<file path="config.mk">
export PLATFORM = sky130hd
export DESIGN_NAME = bus_decode
export DESIGN_NICKNAME = d
export VERILOG_FILES = /design/src/logic/bus_decode.sv
export VERILOG_INCLUDE_DIRS = /design/src /design/src/logic
export SDC_FILE = /design/constraint.sdc
export NUM_CORES = 1
export LEC_CHECK = 0
export ABC_AREA = 1
export BUFFER_PORTS_ARGS = -buffer_cell sky130_fd_sc_hd__buf_2
export CAP_MARGIN = 10
export CELL_PAD_IN_SITES_DETAIL_PLACEMENT = 0
export CELL_PAD_IN_SITES_GLOBAL_PLACEMENT = 1
export CORE_MARGIN = 5
export CORE_UTILIZATION = 12
export DETAILED_ROUTE_END_ITERATION = 12
export PLACE_DENSITY_LB_ADDON = 0.25
export SLEW_MARGIN = 0
export SYNTH_ARGS = -nofsm -noshare
export SYNTH_HDL_FRONTEND = slang
export SYNTH_SLANG_ARGS = --single-unit
</file>
<file path="constraint.sdc">
create_clock -name clk -period 1.1 [get_ports clk]
set_input_delay 0.33 -clock clk [delete_from_list [all_inputs] [get_ports clk]]
set_output_delay 0.33 -clock clk [all_outputs]
set_load 0.1 [all_outputs]
</file>
<file path="src/logic/nes_mem_macros.svh">
`ifndef NES_MEM_MACROS_SVH
`define NES_MEM_MACROS_SVH

// ************************************************
// Widths of the external SRAM
// ************************************************

// Word address width of the 16-bit SRAM
`define SRAM_AW 18
// SRAM data bus, two byte lanes
`define SRAM_DW 16

// ************************************************
// Widths on the console side
// ************************************************

// CPU and PPU move single bytes
`define BYTE_W 8
// Full 6502 address space
`define CPU_AW 16
// PPU address space is 16 KB
`define PPU_AW 14
// Work RAM and nametable RAM are 2 KB each
`define RAM_AW 11

// ************************************************
// Board memory layout
// ************************************************

// Character ROM starts 32 KB into the SRAM, after the program ROM
`define CHR_ROM_OFFSET 'h8000

`endif

</file>
<file path="src/logic/bus_decode.sv">
`timescale 1ns/1ps
`default_nettype none

`include "nes_mem_macros.svh"

module bus_decode
(
	input  wire logic                 clk,
	input  wire logic                 rst,
	input  wire logic                 ph2_rising,
	input  wire logic                 ph2_falling,
	input  wire logic [`CPU_AW-1:0]   cpu_addr,
	input  wire logic                 cpu_rnw,
	input  wire logic [`PPU_AW-1:0]   ppu_addr,
	input  wire logic                 ppu_rd_req,
	output logic                      cpu_rd_req,
	output logic                      cpu_wr_req,
	output logic                      ppu_sram_rd_req,
	output logic [`SRAM_AW:0]         sram_byte_addr,
	output logic                      work_ram_sel,
	output logic                      nametable_sel
);

	// ************************************************
	// Address decode
	// ************************************************

	logic               cpu_sram_sel;
	logic               cpu_rd_new;
	logic               cpu_rd_pending;
	logic               cpu_rd_defer;
	logic [`SRAM_AW:0]  cpu_byte_addr;
	logic [`SRAM_AW:0]  ppu_byte_addr;

	// Program space is the upper 32 KB of the CPU map
	assign cpu_sram_sel = cpu_addr[15];
	// 0x0000-0x1FFF, mirrors fall out of the 11-bit RAM address
	assign work_ram_sel = (cpu_addr[15:13] == 3'b000);
	// 0x2000-0x3FFF goes to the nametables
	assign nametable_sel = ppu_addr[13];

	// CPU program bytes sit at the bottom of the SRAM
	assign cpu_byte_addr = (`SRAM_AW + 1)'(cpu_addr[14:0]);
	// Pattern tables live behind the program ROM
	assign ppu_byte_addr = (`SRAM_AW + 1)'(ppu_addr[12:0]) +
		(`SRAM_AW + 1)'(`CHR_ROM_OFFSET);

	// ************************************************
	// Request generation and arbitration
	// ************************************************

	// Writes land on ph2 falling, reads start on ph2 rising
	assign cpu_wr_req = ph2_falling && !cpu_rnw && cpu_sram_sel;
	assign cpu_rd_new = ph2_rising && cpu_rnw && cpu_sram_sel;

	// Pattern read wins unless a CPU write owns the cycle
	assign ppu_sram_rd_req = ppu_rd_req && !nametable_sel && !cpu_wr_req;

	// A CPU read that lost last cycle is still waiting
	assign cpu_rd_pending = cpu_rd_new || cpu_rd_defer;
	assign cpu_rd_req = cpu_rd_pending && !ppu_sram_rd_req;

	// Park the CPU read for a cycle when the PPU takes the SRAM
	always_ff @(posedge clk)
	begin
		if (rst)
			cpu_rd_defer <= 1'b0;
		else
			cpu_rd_defer <= cpu_rd_pending && ppu_sram_rd_req;
	end

	// Address of whichever request got the SRAM
	always_comb
	begin
		if (ppu_sram_rd_req)
			sram_byte_addr = ppu_byte_addr;
		else
			sram_byte_addr = cpu_byte_addr;
	end

	// Deferred read must never meet a write on the same cycle
	cpu_rd_wr_excl: assert property (@(posedge clk) disable iff (rst)
		!(cpu_rd_req && cpu_wr_req));

endmodule

`default_nettype wire

</file>
==> summary.md <==
| Metric | Value |
|---|---|
| Outcome | `complete, but fails checks` |
| Failing checks | `negative setup slack` |
| Initial antenna violation count | `0` |
| Post-DR wirelength/cell | `12.3 um` |
| Die area | `0.00419 sq mm` |
| Buf/Inv on CP | `4` |
| Uppermost layer routed | `met3` |
| Combinational power share | `96.7%` |
| Nets@finish | `169` |
| Synth Cell Area | `359 sq um` |
| First-pass detailed-route iteration total | `2` |
| Post-synth cell types | `13` |
| Sw frac | `60.7%` |
| Worst R2R Start | `cpu_rd_defer$_SDFF_PP0_` |
| Core Box Area | `0.00281 sq mm` |
| Area share of fa/ha/maj cells after synthesis | `0%` |
| Crit-path cells | `buf_8 > nor2_4 > nand2_8 > buf_12 > nand2_4 > clkinvlp_4 > buf_12` |
| Slew Viols, Final | `0` |
| CTS Hold Bufs | `0` |
| Final Cycle Share | `141%` |
| Pre-CTS worst setup slack | `-0.504 ns` |
| Worst skew pair latency | `0 ns` |
| Synth top area share | `29.3%` |
| Number of global-route vias before repair | `723` |
| Xor/xnor share of the synthesized area | `0%` |
| Kind of cell adding the most delay to the critical path | `buffers and inverters` |
| Top flop regs | `cpu_rd_defer x1` |
| Final Wtd Congestion | `0.704` |
| Final setup violation count | `20` |
| Antenna diodes | `0` |
| Fin area | `0.00148 sq mm` |
| Fraction of layout cells with a size suffix above 1 | `90.8%` |
| Multi-input logic area | `567 sq um` |
| Final ANT Viol Nets | `0` |
| Total GRT Usage | `9.72%` |
| Cell depth of the worst setup path | `7` |
| Vias | `665` |
| Largest Register | `cpu_rd_defer` |
| Met2 routed WL | `1.13 mm` |
| Die Span X | `64.7 um` |
| Crit path top cell by count | `buf_12` |
| Remaining Overflow, GRT | `0` |
| Max-Cap Viols | `0` |
| Clock slew at reported path FFs | `0 ns` |
| Seq cells post-synth | `1` |
| Largest family of logic cells by synthesized area | `simple AND/OR/NAND/NOR gates` |
| Reg2reg path depth | `4` |
| Vias per inst | `4.10` |
| Rows | `19` |
| Largest stage delay on the critical path | `0.23 ns` |
| LEAKAGE | `0.672 nW` |
| WL met3 | `212 um` |
| Post-route DRC | `0` |
| Final Skew | `0 ns` |
| Fin worst setup slack | `-0.451 ns` |
| Yosys warning total | `0` |
| Metal1 wirelength | `648 um` |
| Filler cell count | `276` |
| Max FFs per register | `1` |
| Peak Freq | `0.645 GHz` |
| Pwr dens | `775 mW/mm^2` |
| Syn Area/Cell | `5.13 sq um` |
| Post-DP Area | `0.00127 sq mm` |
| NetSw | `0.697 mW` |
| Hold_sp | `cpu_rd_defer$_SDFF_PP0_` |
| Syn-to-layout area delta | `313%` |
| Complex-gate fraction of the synthesized area | `0%` |
| Crit path max fanout | `6` |
| Setup_tns | `-8.03 ns` |
| Worst Hold Class | `reg -> reg` |
| Tmin final | `1.55 ns` |
| Storage element area | `20.0 sq um` |
| Ranking of synthesized cells by area | `nand2_1 29%, nand3_1 21%, buf_4 13%, inv_1 10%, dfxtp_1 5.6%` |
| Total power | `1.15 mW` |
| Slowest CP cell | `nor2_4` |
| I/O Buffers | `56` |
| Peak VDD IR | `0.000319 V` |
| CP Class | `in -> out` |
| Post-synthesis mux area share | `0%` |
| Crit start category | `input port` |
| WL final | `1.99 mm` |
| Gate count of the mapped netlist | `70` |
| CP Capture Type | `output port` |
| RSZ-0062 raised after global routing | `yes` |
| Die height | `64.7 um` |
| Starting Density | `12.8%` |
| Hold Violations, Final | `0` |
| First-pass GRT wire length | `3.34 mm` |
| Ports | `60` |
| Sequential power share | `3.3%` |
| Min-Delay Path Depth | `4` |
| Post-synthesis sequential area ratio | `5.57%` |
| Worst EP arrival | `1.22 ns` |
| Leading area contributor after synthesis | `nand2_1` |
| Synth Area in Simple Gates | `65.9%` |
| CP required | `0.77 ns` |
| Clk pwr share | `0%` |
| Largest net degree at the start of global routing | `9` |
| Placed wire-length estimate | `1.70 mm` |
| Worst setup startpoint | `ppu_addr[13]` |
| DRT iter0 DRCs | `4` |
| P_int | `0.452 mW` |
-- cell type report --
cell class	count	area share, %
timing repair buffer	67	53.1
multi-input combinational	53	38.3
inverter	10	4.65
tap	31	2.62
sequential	1	1.35
-- power groups by stage --
stage	combinational [mW]	sequential [mW]	clock, mW
after floorplan	0.655	0.0375	0
after global placement	1.03	0.0375	0
after detailed placement	1.03	0.0375	0
after CTS	1.12	0.0375	0
after global routing	1.15	0.0376	0
final	1.11	0.0375	0
-- timing repair --
action,in CTS,in global routing
gates cloned,1,0
setup endpoints to repair,20,22
buffers inserted,1,2
resized for setup,47,7
pin swaps,6,4
hold endpoints to repair,0,0
-- placed cells by master, fill, tap and decap left out, drive strengths merged --
cell      count
nand3        16
nor2          4
dfxtp         1
clkinvlp      3
inv           7
nor3          1
buf          67
conb          3
nand2        29
-- routing by layer --
metal | track usage, % | vias up
met4 | 0 | 0
met3 | 2.76 | 0
li1 | - | 331
met1 | 10.5 | 299
met5 | 0 | -
met2 | 19.7 | 35
-- path summary, 6_finish.rpt --
path | slack (ns) | endpoint
worst min register to register | 0.56 | cpu_rd_defer$_SDFF_PP0_
worst max-delay path | -0.45 | cpu_rd_req
worst min-delay path | 0.56 | cpu_rd_defer$_SDFF_PP0_
worst max register to register | 0.47 | cpu_rd_defer$_SDFF_PP0_
-- cell usage after synthesis, drive strengths merged --
library cell,number
nor3,1
conb,1
nand2,29
nor2,4
inv,10
nand3,16
buf,8
dfxtp,1
-- cells by family (layout without fill, tap and decap cells) --
logic type / count (synthesis) / after routing
flops: 1 / 1
simple gates: 50 / 50
other cells: 1 / 3
buf+inv: 18 / 77
-- tightest hold or removal path, delay by kind of cell, from the launching register on --
kind	cells	cell delay [ns]
and+or+nand+nor	2	0.13
DFF	1	0.27
buffers and inverters	2	0.11
-- per-stage QoR --
step           hold slack (ns)  std cells  util, %
2_1_floorplan            0.494         72        -
3_3_place_gp             0.564        161     45.1
3_5_place_dp             0.564        161     45.1
4_1_cts                  0.566        163     52.4
5_1_grt                  0.614        162     52.8
6_report                 0.560        162     52.8
No activity file was read; power rests on OpenSTA's default activity.
