### config.mk
export PLATFORM = sky130hd
export DESIGN_NAME = sram_issue
export DESIGN_NICKNAME = d
export VERILOG_FILES = /design/src/logic/nes_mem_pkg.sv /design/src/logic/sram_issue.sv
export VERILOG_INCLUDE_DIRS = /design/src /design/src/logic
export SDC_FILE = /design/constraint.sdc
export NUM_CORES = 1
export LEC_CHECK = 0
export BUFFER_PORTS_ARGS = -buffer_cell sky130_fd_sc_hd__buf_4
export CAP_MARGIN = 15
export CORE_ASPECT_RATIO = 1.4
export CORE_UTILIZATION = 41
export CTS_BUF_LIST = sky130_fd_sc_hd__clkbuf_8
export CTS_CLUSTER_DIAMETER = 120
export DETAILED_ROUTE_END_ITERATION = 8
export PLACE_DENSITY = 0.81
export SLEW_MARGIN = 10
export SYNTH_ARGS = -nofsm -noshare
export SYNTH_HDL_FRONTEND = slang
export SYNTH_SLANG_ARGS = --single-unit
### constraint.sdc
create_clock -name clk -period 1.1 [get_ports clk]
set_input_delay 0.11 -clock clk [delete_from_list [all_inputs] [get_ports clk]]
set_output_delay 0.11 -clock clk [all_outputs]
set_load 0.1 [all_outputs]
### src/logic/nes_mem_macros.svh
`ifndef NES_MEM_MACROS_SVH
`define NES_MEM_MACROS_SVH

// ************************************************
// Widths of the external SRAM
// ************************************************

// Word address width of the 16-bit SRAM
`define SRAM_AW 18
// SRAM data bus, two byte lanes
`define SRAM_DW 16

// ************************************************
// Widths on the console side
// ************************************************

// CPU and PPU move single bytes
`define BYTE_W 8
// Full 6502 address space
`define CPU_AW 16
// PPU address space is 16 KB
`define PPU_AW 14
// Work RAM and nametable RAM are 2 KB each
`define RAM_AW 11

// ************************************************
// Board memory layout
// ************************************************

// Character ROM starts 32 KB into the SRAM, after the program ROM
`define CHR_ROM_OFFSET 'h8000

`endif

### src/logic/nes_mem_pkg.sv
`default_nettype none

package nes_mem_pkg;

	// SRAM access FSM states
	// IDLE keeps every strobe high, READ drops OE, WRITE drops WE for one cycle
	typedef enum logic [1:0]
	{
		IDLE  = 2'd0,
		READ  = 2'd1,
		WRITE = 2'd2
	} sram_state_t;

	// Nametable mirroring chosen by the cartridge wiring
	// Horizontal pairs 0x2000/0x2400 and 0x2800/0x2C00
	// Vertical pairs 0x2000/0x2800 and 0x2400/0x2C00
	typedef enum logic
	{
		MIRROR_HORIZONTAL = 1'b0,
		MIRROR_VERTICAL   = 1'b1
	} mirror_mode_t;

endpackage

`default_nettype wire

### src/logic/sram_issue.sv
`timescale 1ns/1ps
`default_nettype none

`include "nes_mem_macros.svh"

module sram_issue import nes_mem_pkg::*;
(
	input  wire logic                 clk,
	input  wire logic                 rst,
	input  wire logic                 cpu_rd_req,
	input  wire logic                 cpu_wr_req,
	input  wire logic                 ppu_sram_rd_req,
	input  wire logic [`SRAM_AW:0]    sram_byte_addr,
	input  wire logic [`BYTE_W-1:0]   cpu_data_in,
	output logic                      sram_csn,
	output logic                      sram_oen,
	output logic                      sram_wen,
	output logic                      sram_lbn,
	output logic                      sram_hbn,
	output logic [`SRAM_AW-1:0]       sram_addr,
	output logic [`SRAM_DW-1:0]       sram_data_out,
	output logic [`SRAM_DW-1:0]       sram_data_t,
	output sram_state_t               sram_state,
	output logic                      lane_sel,
	output logic                      cpu_read_issued
);

	sram_state_t  state_next;
	logic         lane_q;
	logic         cpu_rd_q;

	// ************************************************
	// Access FSM
	// ************************************************

	// Write has priority over any read and IDLE releases the bus
	always_comb
	begin
		if (cpu_wr_req)
			state_next = WRITE;
		else if (cpu_rd_req || ppu_sram_rd_req)
			state_next = READ;
		else
			state_next = IDLE;
	end

	// Strobes come straight from flops for clean pad timing
	always_ff @(posedge clk)
	begin
		if (rst)
		begin
			sram_state      <= IDLE;
			sram_csn        <= 1'b1;
			sram_oen        <= 1'b1;
			sram_wen        <= 1'b1;
			sram_lbn        <= 1'b1;
			sram_hbn        <= 1'b1;
			sram_data_t     <= '1;
			cpu_rd_q        <= 1'b0;
			cpu_read_issued <= 1'b0;
		end
		else
		begin
			sram_state  <= state_next;
			sram_csn    <= (state_next == IDLE);
			sram_oen    <= (state_next != READ);
			sram_wen    <= (state_next != WRITE);
			// Drive the data pins only while writing
			sram_data_t <= {`SRAM_DW{state_next != WRITE}};
			// Byte address bit 0 picks the upper lane
			sram_lbn    <= (state_next == IDLE) || sram_byte_addr[0];
			sram_hbn    <= (state_next == IDLE) || !sram_byte_addr[0];
			cpu_rd_q    <= cpu_rd_req;
			// Marker lines up with the captured SRAM word
			cpu_read_issued <= cpu_rd_q;
		end
	end

	// ************************************************
	// Address, data and lane pipeline
	// ************************************************

	always_ff @(posedge clk)
	begin
		// Address holds between accesses
		if (state_next != IDLE)
			sram_addr <= sram_byte_addr[`SRAM_AW:1];
		// Same byte on both halves so the mask picks the lane
		if (cpu_wr_req)
			sram_data_out <= {2{cpu_data_in}};
		lane_q   <= sram_byte_addr[0];
		lane_sel <= lane_q;
	end

	// A read arriving with a write would be lost to the write priority
	wr_rd_excl: assert property (@(posedge clk) disable iff (rst)
		cpu_wr_req |-> !(cpu_rd_req || ppu_sram_rd_req));

	// Write pulse is one cycle wide
	we_single: assert property (@(posedge clk) disable iff (rst)
		!sram_wen |=> sram_wen);

endmodule

`default_nettype wire

==> results of run 1 <==
==> synthesized netlist by cell type (all sizes together) <==
cell and count:
nand2 1, inv 1, nor2b 3, nor2 2
buf 24, nor3 1, edfxtp 26, or3 2
dfxtp 11, nand3b 1, nand2b 1
==> flip-flops by register name, summed over array words and instances (netlist names) <==
signal,count
sram_addr,18
sram_data_out,8
sram_state,2
cpu_rd_q,1
cpu_read_issued,1
lane_q,1
lane_sel,1
sram_csn,1
sram_data_t,1
sram_hbn,1
sram_lbn,1
sram_oen,1
==> routing by layer <==
metal / vias up / track usage [%] / part of all wire (%)
li1: 430 / - / -
met1: 467 / 18.67 / 36
met2: 56 / 33.68 / 56
met3: 4 / 6.532 / 7.5
met4: 0 / 8.824 / 1.1
met5: - / 0 / 0
==> what timing repair did <==
| item | in CTS | in global routing |
|---|---|---|
| setup buffers | 0 | 2 |
| hold buffers | 26 | 1 |
| gates resized for setup | 0 | 56 |
| endpoints found under the hold margin | 26 | 1 |
| endpoints found under the setup margin | 17 | 19 |
==> cell usage in the layout (no fill, tap or decap) <==
cell           Yosys  routed
inv_1              1       3
edfxtp_1          26      26
clkinv_1           0       1
or3_4              1       1
clkbuf_8           0       5
buf_12             0      19
dlygate4sd3_1      0      27
or3_1              1       1
buf_6              0       2
nand2b_2           1       1
nand2_1            1       1
buf_4             24      72
nor3_1             1       1
dfxtp_4            0       1
nand3b_2           1       1
nor2b_1            3       3
dfxtp_1           11      10
nor2_1             2       2
==> per-stage QoR <==
step	total power, mW	instance area (µm²)	setup TNS (ns)	utilization (%)	hold slack (ns)
final	4.277	2421	-1.228	84.13	0.01721
after CTS	4.065	2151	-0.9866	74.74	0.002760
after global placement	3.145	1810	0	62.91	0.2401
after global routing	4.377	2421	-1.994	84.13	0.01715
after floorplan	2.960	1361	-1.891	-	0.1377
after detailed placement	3.156	1810	0	62.91	0.2400
==> power breakdown <==
| group | total, mW | internal, mW | switching (mW) |
|---|---|---|---|
| Clock | 0.913 | 0.423 | 0.491 |
| Combinational | 1.71 | 0.431 | 1.28 |
| Sequential | 1.65 | 1.60 | 0.0535 |
==> area by class of cell <==
cell class                 count  area [µm²]  area share [%]
multi-input combinational     11       72.57           2.997
clock buffer                   5       68.82           2.842
sequential                    37        1005           41.50
tap                           37       46.29           1.912
timing repair buffer         120        1214           50.13
clock inverter                 3       11.26          0.4651
inverter                       1       3.754          0.1550
==> worst paths after layout <==
kind	from	to	slack [ns]	cells past startpoint
worst max-delay path	sram_data_t[0]	sram_data_t[10]	-0.07	2
worst min-delay path	rst	cpu_read_issued	0.02	2
worst max register to register	cpu_rd_q	cpu_read_issued	0.62	1
worst min register to register	lane_q	lane_sel	0.32	0
==> cell families (layout without fill, tap and decap cells) <==
logic type | Yosys count | after routing
flops | 37 | 37
buf+inv | 25 | 129
simple gates | 11 | 11
==> flow_summary.ini, run 1 <==
[status]
status = finished with violations
violations = negative setup slack

[finish]
stdcell_count = 214
syn_to_final_growth_pct = 92.54
final_nets = 208
insertedDiodeCount = 0
drive_gt1_share_pct = 57.63
fill_cells = 135

[die]
pin_count = 91
start_util_pct = 43.70
row_count = 23
dieArea_mm2 = 0.003296
chipHeight_um = 67.53
core-area_mm2 = 0.002878
dieWidth_um = 48.81

[synth]
synth_top_family_by_area = buffers and inverters
synthAdderAreaFrac_pct = 0
yosys.area.top_type = edfxtp_1
yosysSeqAreaShare_pct = 79.60
ys_warn_count = 0
yosys-top-cells-area = edfxtp_1 (62%), dfxtp_1 (18%), buf_4 (14%), nor2b_1 (1.5%), nand3b_2 (0.90%)
syn-cell-area_mm2 = 0.001257
synth_fp_nets = 105
syn_inst = 73
synth.area.mux_share_pct = 0
yosys.area_share.simple_pct = 5.771
synth-compound-area-share_pct = 0
syn_area_per_cell_um2 = 17.23
ys_ff_latch = 37
synth_top_cell_area_share_pct = 62.09
synthXorXnorAreaFrac_pct = 0
synthDistinctLibCells = 12

[timing]
rsz0062_at_grt = yes
period_needed_ns = 1.174
final-setup-viol-count = 24
hold_violations = 0
setup_ws_ns = -0.07391
skew_ns = 0.01742
timing.fmax_mhz = 851.9
worst_pin_slew_ns = 0.2889
slew-limit-headroom_pct = 80.74
slew_viol_final = 0
fin_crit_sh_pct = 106.7

[detailed_routing]
wl_mm = 4.083
dr.pass1.iters = 4
via_count = 957
avgViaCountPerCell = 4.472
drc = 0
wl_per_cell_um = 19.08
drt_iter0_markers = 27
ant_nets = 0

[clocking]
clockBufferDepth = 2
cts_root_buffer = clkbuf_8
cts_sinks = 37
htree_levels = 2
cts_tree = yes
clock_latency_ns = 0.30
clk_pin_slew_worst_paths_ns = 0.08
cts_buffers = 5

[pwr]
power_density_mw_per_mm2 = 1767
leakagePower_nw = 1.095
ir_drop_v = 0.001359

[setup_path]
worstPathCellList = buf_12 -> buf_12
critPathKind = flop to output port
slowest_delay_ns = 0.39
cpMostUsedCell = buf_12
crit_fanout = 9
critPathSlowestCell = dfxtp_4
required_ns = 0.99
crit_arrival_ns = 1.06
cp-end-kind = output port
start_kind = flop
critPathBufInv = 2
crit_family = flip-flops

[place]
dp.cells = 177
preCtsSetupSlack_ns = 0.06097
gp_congestion = 0.6361
io_buffers = 90

[flow_run]
cap_violations = 0

[global_routing]
track_usage_pct = 18.40
grt_pass1_vias = 811
grt_pass1_wl_mm = 4.084
antenna_found_initial = 0
grt_overflow = 0
grt_start_max_net_pins = 22

[worst_hold_path]
hold_path_class = primary input to flop
Power figures use the tool's default switching activity.
==> inputs of run 2 (changes only) <==
--- a/config.mk
+++ b/config.mk
@@ -7,13 +7,14 @@
 export NUM_CORES = 1
 export LEC_CHECK = 0
 export BUFFER_PORTS_ARGS = -buffer_cell sky130_fd_sc_hd__buf_4
-export CAP_MARGIN = 15
+export CAP_MARGIN = 30
 export CORE_ASPECT_RATIO = 1.4
 export CORE_UTILIZATION = 41
 export CTS_BUF_LIST = sky130_fd_sc_hd__clkbuf_8
 export CTS_CLUSTER_DIAMETER = 120
 export DETAILED_ROUTE_END_ITERATION = 8
 export PLACE_DENSITY = 0.81
+export REMOVE_ABC_BUFFERS = 1
 export SLEW_MARGIN = 10
 export SYNTH_ARGS = -nofsm -noshare
 export SYNTH_HDL_FRONTEND = slang
==> run 2 against run 1 <==
Compared with the run above:
- register-to-register slack lost 0.05 ns
- wire length fell by 16%
- largest cell class unchanged
- total power decreased by 1.2%
- final cell count is 2.8% lower
- final area is 0.41% higher
- the flow still finishes with violations (negative setup slack)
==> flow_summary.ini, run 2 (synthesized netlist as in run 1, its figures left out) <==
[status]
status = finished with violations
violations = negative setup slack

[timing]
timing.fmax_mhz = 860.1
worst_pin_slew_ns = 0.2759
skew_ns = 0.0003091
final-setup-viol-count = 17
slew_viol_final = 0
hold_violations = 0
period_needed_ns = 1.163
rsz0062_at_grt = yes
fin_crit_sh_pct = 105.7
setup_ws_ns = -0.06269
slew-limit-headroom_pct = 81.61

[detailed_routing]
via_count = 897
dr.pass1.iters = 4
wl_per_cell_um = 16.50
wl_mm = 3.431
drt_iter0_markers = 4
drc = 0
avgViaCountPerCell = 4.313
ant_nets = 0

[clocking]
htree_levels = 2
cts_sinks = 37
clockBufferDepth = 2
cts_root_buffer = clkbuf_8
clk_pin_slew_worst_paths_ns = 0.07
clock_latency_ns = 0.28
cts_buffers = 5
cts_tree = yes

[die]
dieWidth_um = 48.81
core-area_mm2 = 0.002878
dieArea_mm2 = 0.003296
row_count = 23
pin_count = 91
chipHeight_um = 67.53
start_util_pct = 43.70

[setup_path]
r2r-end = cpu_read_issued
rr_worst_depth = 1
crit_start = sram_data_t[0]
start_kind = flop
crit_end = sram_data_t[3]
crit_fanout = 8
rrSetupSlack_ns = 0.57
critPathKind = flop to output port
cp-end-kind = output port
r2r_start = cpu_rd_q
required_ns = 0.99
crit_arrival_ns = 1.05

[finish]
largest_reg_flops = 18
final_nets = 202
fill_cells = 139
syn_to_final_growth_pct = 93.33
stdcell_count = 208
final_common_cell = buf_4
biggestRegsByFlops = sram_addr: 18 flops, sram_data_out: 8 flops, sram_state: 2 flops
top_register = sram_addr
final_cell_mix = buf_4 (72), edfxtp_1 (26), dlygate4sd3_1 (21), dfxtp_1 (10), buf_12 (10)
insertedDiodeCount = 0
drive_gt1_share_pct = 60.82

[pwr]
p_comb_share_pct = 40.6
power_switching_share_pct = 41.55
p_clk_share_pct = 20.5
power.switching_mw = 1.757
ir_drop_v = 0.001320
seqPwrFrac_pct = 38.9
leakagePower_nw = 1.101
p_int_mw = 2.471
power_density_mw_per_mm2 = 1739

[flow_run]
cap_violations = 0

[place]
gp_congestion = 0.7156
dp_hpwl_mm = 1.820
io_buffers = 90
dp.cells = 178
preCtsSetupSlack_ns = 0.06446

[global_routing]
grt_start_max_net_pins = 22
grt_overflow = 0
grt_pass1_vias = 863
track_usage_pct = 19.97
antenna_found_initial = 0
grt_pass1_wl_mm = 4.381

[worst_hold_path]
hold_path_class = primary input to flop
==> run 2: changes by cell type in the layout (fill, tap and decap cells not counted) <==
cell,delta
buf_12,-9
buf_16,+9
dlygate4sd3_1,-6
clkinv_2,+2
clkinv_1,-1
inv_1,-1
==> run 2: how the worst min path moves through the flow <==
stage / startpoint / end / slack (ns) / depth (start not counted)
2_1_floorplan: sram_byte_addr[0] / lane_q / 0.14 / 0
6_report: sram_byte_addr[18] / sram_addr[17] / 0.003 / 1
4_1_cts: cpu_data_in[2] / sram_data_out[10] / 0.0001 / 1
3_5_place_dp: sram_byte_addr[0] / lane_q / 0.24 / 1
5_1_grt: sram_byte_addr[10] / sram_addr[9] / -0.005 / 1
3_3_place_gp: sram_byte_addr[0] / lane_q / 0.24 / 1
==> run 2: critical path, stage by stage (launching register included) <==
cell	delay, ns
dfxtp_4	0.39
buf_16	0.19
buf_16	0.18
==> run 2: area by class of cell <==
cell class / count / area (µm²) / share of cell area [%]
Clock buffer: 5 / 68.82 / 2.831
Tap cell: 37 / 46.29 / 1.904
Multi-Input combinational cell: 11 / 72.57 / 2.985
Clock inverter: 3 / 13.76 / 0.5661
Inverter: 1 / 3.754 / 0.1544
Sequential cell: 37 / 1005 / 41.33
Timing Repair Buffer: 114 / 1221 / 50.23
==> run 2: power groups by stage <==
stage          clock network (mW)  logic [mW]  registers (mW)
6_report                    0.866        1.72            1.65
5_1_grt                     0.948        1.75            1.65
4_1_cts                     0.858        1.64            1.64
3_5_place_dp                    0        1.50            1.67
3_3_place_gp                    0        1.49            1.66
2_1_floorplan                   0      0.0233            2.78
==> run 2: per-stage QoR <==
stage               setup TNS [ns]  cell area, µm²  power [mW]  util [%]  hold WS (ns)
global placement                 0            1827       3.155     63.48        0.2432
global route                -1.352            2431       4.349     84.48     -0.005407
floorplan                  -182.16            1077       2.800         -        0.1377
CTS                        -0.8165            2223       4.142     77.26     0.0001416
finish                     -0.8933            2431       4.228     84.48      0.002698
detailed placement               0            1827       3.168     63.48        0.2420
==> run 2: timing repair <==
action	in CTS	in global routing
resized for setup	62	2
buffers inserted	0	0
endpoints found under the setup margin	17	19
hold buffers	1	20
endpoints found under the hold margin	1	20
gates cloned	1	0
pin swaps	0	0
==> run 2: layer usage <==
metal	routed length, µm	vias to the layer above	share of wire [%]	track usage, %
met5	0	-	0	0
li1	-	418	-	-
met4	91	0	2.7	13.60
met1	1135	408	33	17.46
met2	2003	63	58	38.19
met3	200	8	5.8	6.757
