### src/logic/nes_mem_macros.svh
`ifndef NES_MEM_MACROS_SVH
`define NES_MEM_MACROS_SVH

// ************************************************
// Widths of the external SRAM
// ************************************************

// Word address width of the 16-bit SRAM
`define SRAM_AW 18
// SRAM data bus, two byte lanes
`define SRAM_DW 16

// ************************************************
// Widths on the console side
// ************************************************

// CPU and PPU move single bytes
`define BYTE_W 8
// Full 6502 address space
`define CPU_AW 16
// PPU address space is 16 KB
`define PPU_AW 14
// Work RAM and nametable RAM are 2 KB each
`define RAM_AW 11

// ************************************************
// Board memory layout
// ************************************************

// Character ROM starts 32 KB into the SRAM, after the program ROM
`define CHR_ROM_OFFSET 'h8000

`endif

### src/logic/nes_mem_pkg.sv
`default_nettype none

package nes_mem_pkg;

	// SRAM access FSM states
	// IDLE keeps every strobe high, READ drops OE, WRITE drops WE for one cycle
	typedef enum logic [1:0]
	{
		IDLE  = 2'd0,
		READ  = 2'd1,
		WRITE = 2'd2
	} sram_state_t;

	// Nametable mirroring chosen by the cartridge wiring
	// Horizontal pairs 0x2000/0x2400 and 0x2800/0x2C00
	// Vertical pairs 0x2000/0x2800 and 0x2400/0x2C00
	typedef enum logic
	{
		MIRROR_HORIZONTAL = 1'b0,
		MIRROR_VERTICAL   = 1'b1
	} mirror_mode_t;

endpackage

`default_nettype wire

### src/logic/read_return.sv
`timescale 1ns/1ps
`default_nettype none

`include "nes_mem_macros.svh"

module read_return import nes_mem_pkg::*;
(
	input  wire logic                 clk,
	input  wire logic                 rst,
	input  wire logic                 ph2_falling,
	input  wire sram_state_t          sram_state,
	input  wire logic [`SRAM_DW-1:0]  sram_data_in,
	input  wire logic                 lane_sel,
	input  wire logic                 cpu_read_issued,
	input  wire logic                 work_ram_ack,
	input  wire logic [`BYTE_W-1:0]   work_ram_dout,
	input  wire logic                 nametable_sel,
	input  wire logic [`BYTE_W-1:0]   nametable_dout,
	output logic [`BYTE_W-1:0]        cpu_data_out,
	output logic [`BYTE_W-1:0]        ppu_dout
);

	logic [`SRAM_DW-1:0] sram_word_q;
	logic [`BYTE_W-1:0]  sram_byte;
	logic [`BYTE_W-1:0]  ppu_byte_q;
	logic                rd_done;

	// ************************************************
	// SRAM capture
	// ************************************************

	// Word sampled at the end of the READ cycle
	always_ff @(posedge clk)
	begin
		if (sram_state == READ)
			sram_word_q <= sram_data_in;
	end

	// Flags a fresh word in sram_word_q
	always_ff @(posedge clk)
	begin
		if (rst)
			rd_done <= 1'b0;
		else
			rd_done <= (sram_state == READ);
	end

	assign sram_byte = lane_sel ? sram_word_q[15:8] : sram_word_q[7:0];

	// ************************************************
	// CPU and PPU data buses
	// ************************************************

	// CPU byte sits on the bus until ph2 ends and reads zero otherwise
	always_ff @(posedge clk)
	begin
		if (rst || ph2_falling)
			cpu_data_out <= '0;
		else if (rd_done && cpu_read_issued)
			cpu_data_out <= sram_byte;
		else if (work_ram_ack)
			cpu_data_out <= work_ram_dout;
	end

	// Pattern byte holds until the next PPU SRAM read
	always_ff @(posedge clk)
	begin
		if (rd_done && !cpu_read_issued)
			ppu_byte_q <= sram_byte;
	end

	assign ppu_dout = nametable_sel ? nametable_dout : ppu_byte_q;

endmodule

`default_nettype wire

### config.mk
export PLATFORM = sky130hd
export DESIGN_NAME = read_return
export DESIGN_NICKNAME = d
export VERILOG_FILES = /design/src/logic/nes_mem_pkg.sv /design/src/logic/read_return.sv
export VERILOG_INCLUDE_DIRS = /design/src /design/src/logic
export SDC_FILE = /design/constraint.sdc
export NUM_CORES = 1
export LEC_CHECK = 0
export BUFFER_PORTS_ARGS = -buffer_cell sky130_fd_sc_hd__buf_4
export CORE_MARGIN = 10
export CORE_UTILIZATION = 41
export DETAILED_ROUTE_END_ITERATION = 10
export HOLD_SLACK_MARGIN = 0.03
export PLACE_DENSITY_LB_ADDON = 0.3
export SLEW_MARGIN = 20
export SYNTH_ARGS = -nofsm -noshare
export SYNTH_HDL_FRONTEND = slang
export SYNTH_SLANG_ARGS = --single-unit
### constraint.sdc
create_clock -name clk -period 1.4 [get_ports clk]
set_clock_uncertainty 0.1 [all_clocks]
set_input_delay 0.07 -clock clk [delete_from_list [all_inputs] [get_ports clk]]
set_output_delay 0.07 -clock clk [all_outputs]
set_load 0.02 [all_outputs]
==> qor_table.md, run 1 <==
| Result | Reported | Unit |
| --- | --- | --- |
| Cell with the most instances after synthesis | sky130_fd_sc_hd__edfxtp_1 | - |
| Total overflow reported by the global router | 0 | - |
| Startpoint of the worst register-to-register path | rd_done$_SDFF_PP0_ | - |
| Clock input transition at the sequential cells of the worst setup and hold paths | 0.09 | ns |
| RSZ-0062 raised after global routing | no | - |
| Share of the synthesized area in the top cell type | 55.28 | % |
| Routed wire length | 3075 | um |
| Internal power component | 0.001539 | W |
| Number of antenna violations at the first check in global routing | 0 | - |
| Clk pwr share | 26.7 | % |
| Leading post-synthesis cells by instance count | sky130_fd_sc_hd__edfxtp_1 (24), sky130_fd_sc_hd__mux2i_1 (16), sky130_fd_sc_hd__dfxtp_1 (9) | - |
| Antenna diode count | 0 | - |
| FF-to-FF setup slack | 0.28 | ns |
| Reported leakage power | 0.9126 | nW |
| Deepest clock path buffer count | 2 | - |
| Number of global-route vias before repair | 1,085 | - |
| Clock root cell | sky130_fd_sc_hd__clkbuf_4 | - |
| DRC violation count after routing | 0 | - |
| Antenna Nets Post-Route | 0 | - |
| Placed wire-length estimate after detailed placement | 2270 | um |
| Number of register bits inferred by synthesis | 33 | - |
| Number of clock sinks | 33 | - |
| Global-route wire length before repair | 5099 | um |
| Max-capacitance violation count | 0 | - |
| Die height | 76.39 | um |
| Portion of the post-synthesis area used by sequential elements | 69.10 | % |
| Fmax achieved | 0.7775 | GHz |
| Slew at the pin closest to its max-slew limit | 0.2921 | ns |
| Clock latency on the worst-skew pair | 0.31 | ns |
| CP max FO | 1 | - |
| P_sw | 0.0004124 | W |
| Final number of max-transition violations | 0 | - |
| Net count, final | 210 | - |
| CP arrival | 1.12 | ns |
| Mapped Nets | 123 | - |
| Category of the most critical setup path | flop to output port | - |
| CTS HTree Levels | 2 | - |
| Synth-to-layout area growth | 60.56 | % |
| Post-synth top flop | sky130_fd_sc_hd__edfxtp_1 | - |
| Summed instance area of the synthesized netlist | 0.001304 | mm^2 |
| Power density over cell area | 932.0 | mW/mm^2 |
| Fraction of synthesis flops using an asynchronous set or reset pin | 0 | % |
| CP required | 1.23 | ns |
| Post-cts repair resize count | 0 | - |
| Share of cells above drive strength 1 | 42.94 | % |
| Hold slack | 0.05488 | ns |
| Launching element type of the critical path | flop | - |
| Endpoint of the most critical register-to-register path | cpu_data_out[4]$_SDFFE_PP0P_ | - |
| Share of power burned in registers | 56.9 | % |
| Setup TNS after final layout | 0 | ns |
| Total setup violations reported at the end of the flow | 0 | - |
| Shortest clock period the worst path allows after layout | 1.286 | ns |
| Yosys warnings | 0 | - |
| Number of library cell types mapped by synthesis | 13 | - |
| Number of enable flip-flop cells after synthesis | 24 | - |
| Initial cell density of the core | 42.70 | % |
| Post-layout utilization of the core | 68.57 | % |
| Tcrit/Tclk final | 91.87 | % |
| Relative max-transition margin | 79.97 | % |
| Number of failing hold endpoints at the final stage | 0 | - |
| Comb power frac | 16.4 | % |
| Area of the die | 0.005835 | mm^2 |
| Worst supply voltage drop on vdd | 0.6447 | mV |
| Run status | complete, no violations | - |
| Largest area contributor in the netlist | sky130_fd_sc_hd__edfxtp_1 | - |
| Mean instance size in the synthesized netlist | 15.90 | um^2 |
| Core area | 0.003053 | mm^2 |
| Endpoint kind of the worst setup timing path | output port | - |
| Global placer's final weighted congestion | 0.8174 | - |
| Gate count of the mapped netlist | 82 | - |
| Top cells by area, synth | sky130_fd_sc_hd__edfxtp_1 (55%), sky130_fd_sc_hd__dfxtp_1 (14%), sky130_fd_sc_hd__mux2i_1 (12%) | - |
| Clock buffers created by TritonCTS | 5 | - |
| Detail-routed net length per standard cell | 14.37 | um |
| Reg2Reg Depth | 2 | - |
| IO Pins | 57 | - |
| Hold crit path type | primary input to flop | - |
| Total routing resource utilization after global routing | 10.78 | % |
| HP Start | work_ram_ack | - |
| Number of rows in the core area | 20 | - |
| Hold path cells | 3 | - |
| Ratio of routed vias to standard cells | 4.491 | - |
| Number of fill cells in the layout | 229 | - |
| Worst Hold Path EP | cpu_data_out[5]$_SDFFE_PP0P_ | - |
| Maximum number of pins on one net before global-route repair | 18 | - |
| First-pass iteration count of the detailed router | 4 | - |
| Die width | 76.39 | um |
| Switching part of the total power | 21.14 | % |
| First-iteration detailed-routing DRC count | 24 | - |
| PortBufs | 56 | - |
| Vias post-DR | 961 | - |
| CTS tree | yes | - |
[power groups by stage]
| stage | combinational, W | clock, W | sequential (W) |
|---|---|---|---|
| after floorplan | 0.000110 | 0 | 0.00114 |
| after global placement | 0.000251 | 0 | 0.00113 |
| after detailed placement | 0.000257 | 0 | 0.00113 |
| after CTS | 0.000320 | 0.000539 | 0.00111 |
| after global routing | 0.000346 | 0.000585 | 0.00112 |
| final | 0.000320 | 0.000520 | 0.00111 |
[placed cells by master, fill, tap and decap left out, types with 2 or more instances in the layout]
master	instances
sky130_fd_sc_hd__clkbuf_1	2
sky130_fd_sc_hd__mux2_2	8
sky130_fd_sc_hd__nor2b_1	2
sky130_fd_sc_hd__inv_1	8
sky130_fd_sc_hd__dfxtp_1	9
sky130_fd_sc_hd__dlygate4sd3_1	27
sky130_fd_sc_hd__clkbuf_4	5
sky130_fd_sc_hd__o22ai_1	8
sky130_fd_sc_hd__mux2i_1	16
sky130_fd_sc_hd__buf_4	57
sky130_fd_sc_hd__edfxtp_1	24
[worst max path at each step]
stage | startpoint | to | slack [ns] | cells after the start
2_1_floorplan | sram_state[0] | sram_word_q[0]$_DFFE_PN_ | 0.05 | 1
3_3_place_gp | rd_done$_SDFF_PP0_ | cpu_data_out[1]$_SDFFE_PP0P_ | 0.38 | 2
3_5_place_dp | rd_done$_SDFF_PP0_ | cpu_data_out[1]$_SDFFE_PP0P_ | 0.31 | 2
4_1_cts | ppu_byte_q[2]$_DFFE_PP_ | ppu_dout[2] | 0.09 | 2
5_1_grt | rst | cpu_data_out[4]$_SDFFE_PP0P_ | 0.01 | 4
6_report | ppu_byte_q[2]$_DFFE_PP_ | ppu_dout[2] | 0.11 | 2
[cell families after synthesis]
kind of cell	Yosys count	share of synthesized area, %
AOI/OAI and AO/OA	9	5.183
buffers and inverters	12	4.031
and+or+nand+nor	4	2.495
muxes	24	19.19
DFF	33	69.10
[metal layers]
| layer | track usage, % | wire (um) | vias up |
|---|---|---|---|
| met3 | 5.778 | 213 | 2 |
| met2 | 18.37 | 1558 | 45 |
| met4 | 2.788 | 14 | 0 |
| li1 | - | - | 478 |
| met1 | 11.35 | 1288 | 436 |
| met5 | 0 | 0 | - |
[critical path, cell delays in order, from the launching register on]
cell and delay, ns:
sky130_fd_sc_hd__edfxtp_1 0.38, sky130_fd_sc_hd__mux2_2 0.27, sky130_fd_sc_hd__buf_4 0.16
[cell type report]
cell class | instances | area [um^2] | area share [%]
flip-flops and latches | 33 | 900.9 | 43.04
repair buffers | 84 | 698.2 | 33.35
multi-input cells | 37 | 350.3 | 16.74
clock buffers | 8 | 58.81 | 2.809
well taps | 44 | 55.05 | 2.630
inverters | 8 | 30.03 | 1.435
[sequential cells by signal, summed over array words and instances, names as in the netlist]
signal        cells
cpu_data_out      8
sram_word_q      16
ppu_byte_q        8
rd_done           1
[metrics by stage]
step	worst slack [ns]	cell area (um^2)	instances	power, W
6_report	0.1139	2093	214	0.001951
5_1_grt	0.01075	2093	214	0.002046
4_1_cts	0.08887	2093	214	0.001970
3_5_place_dp	0.3094	1764	179	0.001391
3_3_place_gp	0.3812	1764	179	0.001383
2_1_floorplan	0.05495	1304	82	0.001252
[timing repair]
item                                   CTS  global route
hold buffers                            27             0
buffers inserted                         0             0
endpoints found under the hold margin   25             0
(Power assumes the default switching activity.)
==> run 2: changes to the inputs <==
- CTS_BUF_LIST: unset -> sky130_fd_sc_hd__clkbuf_16
==> qor_table.md, run 2 (synthesized netlist as in run 1, its figures left out) <==
| Result | Reported | Unit | vs previous |
| --- | --- | --- | --- |
| Setup TNS after final layout | 0 | ns | unchanged |
| P_sw | 0.0004694 | W | +14% |
| Routed wire length | 3164 | um | +2.9% |
| Ratio of routed vias to standard cells | 4.519 | - | +0.63% |
| Net count, final | 208 | - | -0.95% |
| Clk pwr share | 40.3 | % | +14 points |
| Placed cell count | 179 | - | unchanged |
| Synth-to-layout area growth | 65.36 | % |  |
| CTS HTree Levels | 2 | - | unchanged |
| Largest registers | sram_word_q (16), cpu_data_out (8), ppu_byte_q (8) | - |  |
| Core area | 0.003053 | mm^2 | unchanged |
| Hold crit path type | primary input to flop | - |  |
| CP required | 1.48 | ns | +0.25 ns |
| Layer with the highest usage | met2 | - |  |
| Worst Setup Slack, final | 0.1224 | ns | +0.008515 ns |
| Clock buffers created by TritonCTS | 5 | - | unchanged |
| M3 GR Usage | 4.835 | % | -0.94 points |
| Switching part of the total power | 19.58 | % | -1.6 points |
| Cell with the biggest individual delay on the critical path | sky130_fd_sc_hd__dlygate4sd3_1 | - |  |
| Worst supply voltage drop on vdd | 0.8676 | mV | +35% |
| PortBufs | 56 | - | unchanged |
| Most frequent cells in the layout | sky130_fd_sc_hd__buf_4 (57), sky130_fd_sc_hd__dlygate4sd3_1 (25), sky130_fd_sc_hd__edfxtp_1 (24) | - |  |
| Die width | 76.39 | um | unchanged |
| Number of global-route vias before repair | 1,077 | - | -0.74% |
| Initial cell density of the core | 42.70 | % | unchanged |
| Clock input transition at the sequential cells of the worst setup and hold paths | 0.05 | ns | -0.04 ns |
| Area of the die | 0.005835 | mm^2 | unchanged |
| Tcrit/Tclk final | 91.26 | % | -0.61 points |
| Total routing resource utilization after global routing | 10.95 | % | +0.17 points |
| IO Pins | 57 | - | unchanged |
| Placed wire-length estimate after detailed placement | 2270 | um | unchanged |
| CTS tree | yes | - |  |
| DRC violation count after routing | 0 | - | unchanged |
| Antenna diode count | 0 | - | unchanged |
| Placed cell area | 0.001764 | mm^2 | unchanged |
| Final number of max-transition violations | 0 | - | unchanged |
| Met1 Use GR | 11.07 | % | -0.28 points |
| Power density over cell area | 1112 | mW/mm^2 | +19% |
| Worst stage delay on the critical path | 0.54 | ns | +0.16 ns |
| Final instance count without filler cells | 212 | - | -0.93% |
| Slew at the pin closest to its max-slew limit | 0.2554 | ns | -0.03664 ns |
| Reported leakage power | 0.9471 | nW | +3.8% |
| Relative max-transition margin | 82.48 | % | +2.5 points |
| Internal power component | 0.001928 | W | +25% |
| Met2 usage | 19.13 | % | +0.77 points |
| Number of antenna violations at the first check in global routing | 0 | - | unchanged |
| Final non-filler cell area | 0.002156 | mm^2 | +3.0% |
| Shortest clock period the worst path allows after layout | 1.278 | ns | -0.008515 ns |
| Total setup violations reported at the end of the flow | 0 | - | unchanged |
| Category of the most critical setup path | primary input to flop | - |  |
| Maximum number of pins on one net before global-route repair | 18 | - | unchanged |
| Ordered cell list for the critical path | dlygate4sd3_1 -> buf_4 -> nand4bb_2 -> o22ai_1 | - |  |
| Clock latency on the worst-skew pair | 0.27 | ns | -0.04 ns |
| Antenna Nets Post-Route | 0 | - | unchanged |
| Launching element type of the critical path | primary input | - |  |
| Run status | complete, no violations | - |  |
| Max-capacitance violation count | 0 | - | unchanged |
| Clock root cell | sky130_fd_sc_hd__clkbuf_16 | - |  |
| Number of clock sinks | 33 | - | unchanged |
| Share of cells above drive strength 1 | 43.45 | % | +0.51 points |
| RSZ-0062 raised after global routing | no | - |  |
| Detail-routed net length per standard cell | 14.92 | um | +3.9% |
| CP arrival | 1.36 | ns | +0.24 ns |
| Most common library cell in the layout ignoring fill and taps | sky130_fd_sc_hd__buf_4 | - |  |
| Comb power frac | 13.2 | % | -3.2 points |
| Endpoint kind of the worst setup timing path | flop | - |  |
| Max FFs per register | 16 | - | unchanged |
| Number of failing hold endpoints at the final stage | 0 | - | unchanged |
| Number of rows in the core area | 20 | - | unchanged |
| Die height | 76.39 | um | unchanged |
| Global placer's final weighted congestion | 0.8174 | - | unchanged |
| Vias post-DR | 958 | - | -0.31% |
| Total overflow reported by the global router | 0 | - | unchanged |
| Global-route wire length before repair | 5112 | um | +0.25% |
| Post-place setup slack | 0.3094 | ns | unchanged |
| Register with the most flip-flops | sram_word_q | - |  |
| Deepest clock path buffer count | 2 | - | unchanged |
| First-iteration detailed-routing DRC count | 26 | - | +8.3% |
| Fmax achieved | 0.7827 | GHz | +0.67% |
| CP max FO | 8 | - | +7 |
| Share of power burned in registers | 46.6 | % | -10 points |
| First-pass iteration count of the detailed router | 4 | - | unchanged |
==> run 2: critical path, delay by kind of cell <==
| kind | cells | cell delay, ns |
|---|---|---|
| and+or+nand+nor | 1 | 0.36 |
| AOI/OAI and AO/OA | 1 | 0.25 |
| buffers and inverters | 2 | 0.69 |
==> run 2: final timing paths <==
path | from | endpoint | slack [ns] | depth (start not counted)
worst min-delay path | ph2_falling | cpu_data_out[2]$_SDFFE_PP0P_ | 0.07 | 3
worst max-delay path | rst | cpu_data_out[4]$_SDFFE_PP0P_ | 0.12 | 4
worst min register to register | cpu_data_out[0]$_SDFFE_PP0P_ | cpu_data_out[0]$_SDFFE_PP0P_ | 0.44 | 2
worst max register to register | rd_done$_SDFF_PP0_ | ppu_byte_q[0]$_DFFE_PP_ | 0.35 | 1
==> run 2: routing by layer <==
metal	routed length [um]	up-vias	part of all wire, %
met1	1264	431	40
met2	1590	47	50
li1	-	474	-
met5	0	-	0
met4	51	0	1.6
met3	257	6	8.1
==> run 2: layout make-up <==
| cell class | count | area (um^2) |
|---|---|---|
| multi-input combinational | 37 | 355.3 |
| tap | 44 | 55.05 |
| clock inverter | 3 | 11.26 |
| fill | 218 | 897.1 |
| clock buffer | 5 | 125.1 |
| sequential | 33 | 900.9 |
| timing repair buffer | 82 | 678.2 |
| inverter | 8 | 30.03 |
==> run 2: power groups by stage <==
| stage | Clock [W] | Combinational, W | Sequential (W) |
|---|---|---|---|
| after floorplan | 0 | 0.000110 | 0.00114 |
| after global placement | 0 | 0.000251 | 0.00113 |
| after detailed placement | 0 | 0.000257 | 0.00113 |
| after CTS | 0.000977 | 0.000314 | 0.00112 |
| after global routing | 0.00104 | 0.000341 | 0.00112 |
| final | 0.000965 | 0.000316 | 0.00112 |
==> run 2: what timing repair did <==
action	in CTS	in global routing
hold buffers	25	0
hold endpoints to repair	25	0
buffers inserted	0	0
gates resized for setup	0	1
endpoints found under the setup margin	0	2
==> run 2: metrics by stage <==
| stage | hold slack, ns | power, W | util (%) |
|---|---|---|---|
| finish | 0.06615 | 0.002397 | 70.61 |
| global route | 0.07371 | 0.002497 | 70.61 |
| CTS | 0.05516 | 0.002407 | 70.45 |
| detailed placement | 0.1493 | 0.001391 | 57.79 |
| global placement | 0.1479 | 0.001383 | 57.79 |
| floorplan | 0.04161 | 0.001252 | - |
==> run 3: changes to the inputs <==
- ABC_AREA: unset -> 1
- CORE_UTILIZATION: 41 -> 42
==> qor_table.md, run 3 <==
| Result | Reported | Unit | vs previous |
| --- | --- | --- | --- |
| Cell repeated most along the worst path | sky130_fd_sc_hd__buf_4 | - |  |
| Area share of xor/xnor cells in the synthesized design | 0 | % | unchanged |
| Endpoint kind of the worst setup timing path | flop | - |  |
| Ratio of routed vias to standard cells | 4.569 | - | +1.1% |
| Total routing resource utilization after global routing | 12.81 | % | +1.9 points |
| Largest registers | sram_word_q (16), cpu_data_out (8), ppu_byte_q (8) | - |  |
| FF-to-FF setup slack | 0.29 | ns | -0.06 ns |
| Placed cell count | 221 | - | +23% |
| Mapped Nets | 163 | - | +33% |
| Largest area contributor in the netlist | sky130_fd_sc_hd__edfxtp_1 | - |  |
| Die height | 76.83 | um | +0.57% |
| Vias post-DR | 1,156 | - | +21% |
| Tcrit/Tclk final | 88.55 | % | -2.7 points |
| CP arrival | 1.10 | ns | -0.26 ns |
| Sequential cell area | 900.9 | um^2 | unchanged |
| Die width | 76.83 | um | +0.57% |
| Mux share of post-synthesis cell area | 6.642 | % | -13 points |
| Launching element type of the critical path | primary input | - |  |
| Number of gates on the worst path with buffers counted | 4 | - | unchanged |
| Share of the synthesized area in the top cell type | 53.14 | % | -2.1 points |
| Hold crit path type | primary input to flop | - |  |
| Most frequent cells in the layout | sky130_fd_sc_hd__buf_4 (58), sky130_fd_sc_hd__nand2_1 (33), sky130_fd_sc_hd__dlygate4sd3_1 (24), sky130_fd_sc_hd__edfxtp_1 (24), sky130_fd_sc_hd__nor2_1 (19) | - |  |
| Run status | complete, no violations | - |  |
| Reported leakage power | 0.9877 | nW | +4.3% |
| Number of register bits inferred by synthesis | 33 | - | unchanged |
| Number of global-route vias before repair | 1,299 | - | +21% |
| Top cells by area, synth | sky130_fd_sc_hd__edfxtp_1 (53%), sky130_fd_sc_hd__dfxtp_1 (13%), sky130_fd_sc_hd__nand2_1 (9.1%) | - |  |
| Largest family of logic cells by synthesized area | simple AND/OR/NAND/NOR gates | - |  |
| Detail-routed net length per standard cell | 14.70 | um | -1.5% |
| Antenna diode count | 0 | - | unchanged |
| Placed wire-length estimate after detailed placement | 2553 | um | +12% |
| Endpoint of the most critical register-to-register path | cpu_data_out[7]$_SDFFE_PP0P_ | - |  |
| Clock root cell | sky130_fd_sc_hd__clkbuf_16 | - |  |
| Net count, final | 249 | - | +20% |
| Number of failing hold endpoints at the final stage | 0 | - | unchanged |
| # Post-CTS Setup Buffers | 0 | - | unchanged |
| Buffers plus inverters on the worst setup path | 3 | - | +1 |
| Post-layout utilization of the core | 71.46 | % | +0.85 points |
| RSZ-0062 raised after global routing | no | - |  |
| Number of fill cells in the layout | 214 | - | -1.8% |
| Share of cells above drive strength 1 | 37.80 | % | -5.7 points |
| Synth Area in Compound Gates | 4.336 | % | -0.85 points |
| Routed wire length | 3719 | um | +18% |
| Core area | 0.003078 | mm^2 | +0.82% |
| Setup TNS after final layout | 0 | ns | unchanged |
| Hold slack | 0.04741 | ns | -0.01874 ns |
| Startpoint of the worst register-to-register path | rd_done$_SDFF_PP0_ | - |  |
| Slew at the pin closest to its max-slew limit | 0.2609 | ns | +0.005471 ns |
| Number of clock sinks | 33 | - | unchanged |
| CP required | 1.26 | ns | -0.22 ns |
| Worst setup startpoint | sram_state[1] | - |  |
| Share of synthesized cell area in and, or, nand and nor gates | 18.82 | % | +16 points |
| Summed instance area of the synthesized netlist | 0.001356 | mm^2 | +4.0% |
| Fmax achieved | 0.8067 | GHz | +3.1% |
| Final number of max-transition violations | 0 | - | unchanged |
| CTS tree | yes | - |  |
| Gate count of the mapped netlist | 122 | - | +49% |
| Reg2Reg Depth | 6 | - | +5 |
| Clock buffers created by TritonCTS | 5 | - | unchanged |
| Yosys warnings | 0 | - | unchanged |
| Worst stage delay on the critical path | 0.53 | ns | about the same |
| Number of rows in the core area | 20 | - | unchanged |
| IO Pins | 57 | - | unchanged |
| PnR Total Power | 0.002453 | W | +2.3% |
| Relative max-transition margin | 82.54 | % | about the same |
| Global-route wire length before repair | 5989 | um | +17% |
| Power density over cell area | 1115 | mW/mm^2 | +0.30% |
| Portion of the post-synthesis area used by sequential elements | 66.42 | % | -2.7 points |
| Area of the die | 0.005902 | mm^2 | +1.1% |
| Clock input transition at the sequential cells of the worst setup and hold paths | 0.05 | ns | about the same |
| Initial cell density of the core | 44.07 | % | +1.4 points |
| Maximum number of pins on one net before global-route repair | 17 | - | -1 |
| Max FFs per register | 16 | - | unchanged |
| First-pass iteration count of the detailed router | 4 | - | unchanged |
| Number of library cell types mapped by synthesis | 20 | - | +7 |
| Mean instance size in the synthesized netlist | 11.12 | um^2 | -30% |
| Total overflow reported by the global router | 0 | - | unchanged |
| Antenna Nets Post-Route | 0 | - | unchanged |
| Post-synth top flop | sky130_fd_sc_hd__edfxtp_1 | - |  |
| Number of antenna violations at the first check in global routing | 0 | - | unchanged |
| Leading post-synthesis cells by instance count | sky130_fd_sc_hd__nand2_1 (33), sky130_fd_sc_hd__edfxtp_1 (24), sky130_fd_sc_hd__nor2_1 (19) | - |  |
| First-iteration detailed-routing DRC count | 66 | - | +150% |
| Adder-cell share of the synthesized area | 0 | % | unchanged |
| Combined area of the multi-input logic cells | 404.1 | um^2 | +14% |
| Most common library cell in the layout ignoring fill and taps | sky130_fd_sc_hd__buf_4 | - |  |
| Cell with the biggest individual delay on the critical path | sky130_fd_sc_hd__dlygate4sd3_1 | - |  |
| Final instance count without filler cells | 253 | - | +19% |
| Clock latency on the worst-skew pair | 0.27 | ns | about the same |
| Max-capacitance violation count | 0 | - | unchanged |
| Synth-to-layout area growth | 62.18 | % |  |
| Worst supply voltage drop on vdd | 1.163 | mV | +34% |
| Category of the most critical setup path | primary input to flop | - |  |
| PortBufs | 56 | - | unchanged |
| Number of enable flip-flop cells after synthesis | 24 | - | unchanged |
| Ordered cell list for the critical path | dlygate4sd3_1 -> buf_4 -> nor2_1 -> buf_4 | - |  |
| CP max FO | 16 | - | +8 |
| Shortest clock period the worst path allows after layout | 1.240 | ns | -0.03795 ns |
| Cell family with most CP delay | buffers and inverters | - |  |
| Fraction of synthesis flops using an asynchronous set or reset pin | 0 | % | unchanged |
| Global placer's final weighted congestion | 0.8464 | - | +3.5% |
| Deepest clock path buffer count | 2 | - | unchanged |
| Post-cts repair resize count | 0 | - | unchanged |
| Total setup violations reported at the end of the flow | 0 | - | unchanged |
| CTS HTree Levels | 2 | - | unchanged |
| DRC violation count after routing | 0 | - | unchanged |
| Cell with the most instances after synthesis | sky130_fd_sc_hd__nand2_1 | - |  |
| Register with the most flip-flops | sram_word_q | - |  |
| CP endpoint | sram_word_q[5]$_DFFE_PN_ | - |  |
## run 3: cell count changes after synthesis, moves of 3 or more
cell,before,now
sky130_fd_sc_hd__nand3_1,0,3
sky130_fd_sc_hd__nand2_2,0,3
sky130_fd_sc_hd__a21oi_1,0,3
sky130_fd_sc_hd__nand2_1,0,33
sky130_fd_sc_hd__inv_1,8,4
sky130_fd_sc_hd__o21ai_0,0,6
sky130_fd_sc_hd__nor2_1,0,19
sky130_fd_sc_hd__mux2i_1,16,0
sky130_fd_sc_hd__o22ai_1,8,0
## run 3: worst min path at each step
stage,startpoint,depth (start not counted),to,slack (ns)
after floorplan,rst,1,rd_done$_SDFF_PP0_,0.05
after global placement,sram_data_in[6],1,sram_word_q[6]$_DFFE_PN_,0.15
after detailed placement,sram_data_in[14],1,sram_word_q[14]$_DFFE_PN_,0.15
after CTS,work_ram_dout[7],5,cpu_data_out[7]$_SDFFE_PP0P_,0.04
after global routing,work_ram_dout[7],5,cpu_data_out[7]$_SDFFE_PP0P_,0.08
final,work_ram_dout[0],5,cpu_data_out[0]$_SDFFE_PP0P_,0.05
## run 3: kinds of logic (layout without fill, tap and decap cells)
logic type | count (synthesis) | count (layout)
AND/OR/NAND/NOR | 61 | 61
flip-flops | 33 | 33
AO/OA/AOI/OAI | 11 | 11
buffers and inverters | 9 | 96
multiplexers | 8 | 8
## run 3: timing repair
item                       CTS  global route
setup endpoints to repair    0             0
hold endpoints to repair    25             0
hold buffers                24             0
## run 3: layout make-up
cell class / instances / area share (%)
timing repair buffer: 82 / 30.72
sequential: 33 / 40.96
inverter: 6 / 1.251
clock inverter: 3 / 0.5119
multi-input combinational: 80 / 18.37
clock buffer: 5 / 5.688
tap: 44 / 2.503
## run 3: report_power, final
| part | internal, W | switching, W |
|---|---|---|
| clock | 0.000637 | 0.000352 |
| combinational | 0.000189 | 0.000154 |
| sequential | 0.00111 | 0.0000162 |
| total | 0.00193 | 0.000522 |
## run 3: worst reg2reg max path, cell delays in order, from the launching register on
cell and delay [ns]:
sky130_fd_sc_hd__dfxtp_1 0.31, sky130_fd_sc_hd__nand2_2 0.21, sky130_fd_sc_hd__inv_1 0.13, sky130_fd_sc_hd__nand2_1 0.09, sky130_fd_sc_hd__nand3_1 0.07, sky130_fd_sc_hd__nand2_1 0.06
sky130_fd_sc_hd__inv_1 0.03
## run 3: routing by layer
| layer | wire length, um | vias to the layer above | GRT usage [%] |
|---|---|---|---|
| met5 | 0 | - | 0 |
| met4 | 77 | 0 | 7.249 |
| met3 | 299 | 7 | 5.012 |
| met2 | 1959 | 54 | 22.60 |
| met1 | 1383 | 519 | 12.45 |
| li1 | - | 576 | - |
## run 3: stage by stage
| stage | setup slack (ns) | area, um^2 |
|---|---|---|
| after global routing | 0.1211 | 2200 |
| after CTS | 0.1478 | 2200 |
| after global placement | 0.3673 | 1823 |
| after floorplan | 0.1091 | 1356 |
| final | 0.1603 | 2200 |
| after detailed placement | 0.3260 | 1823 |
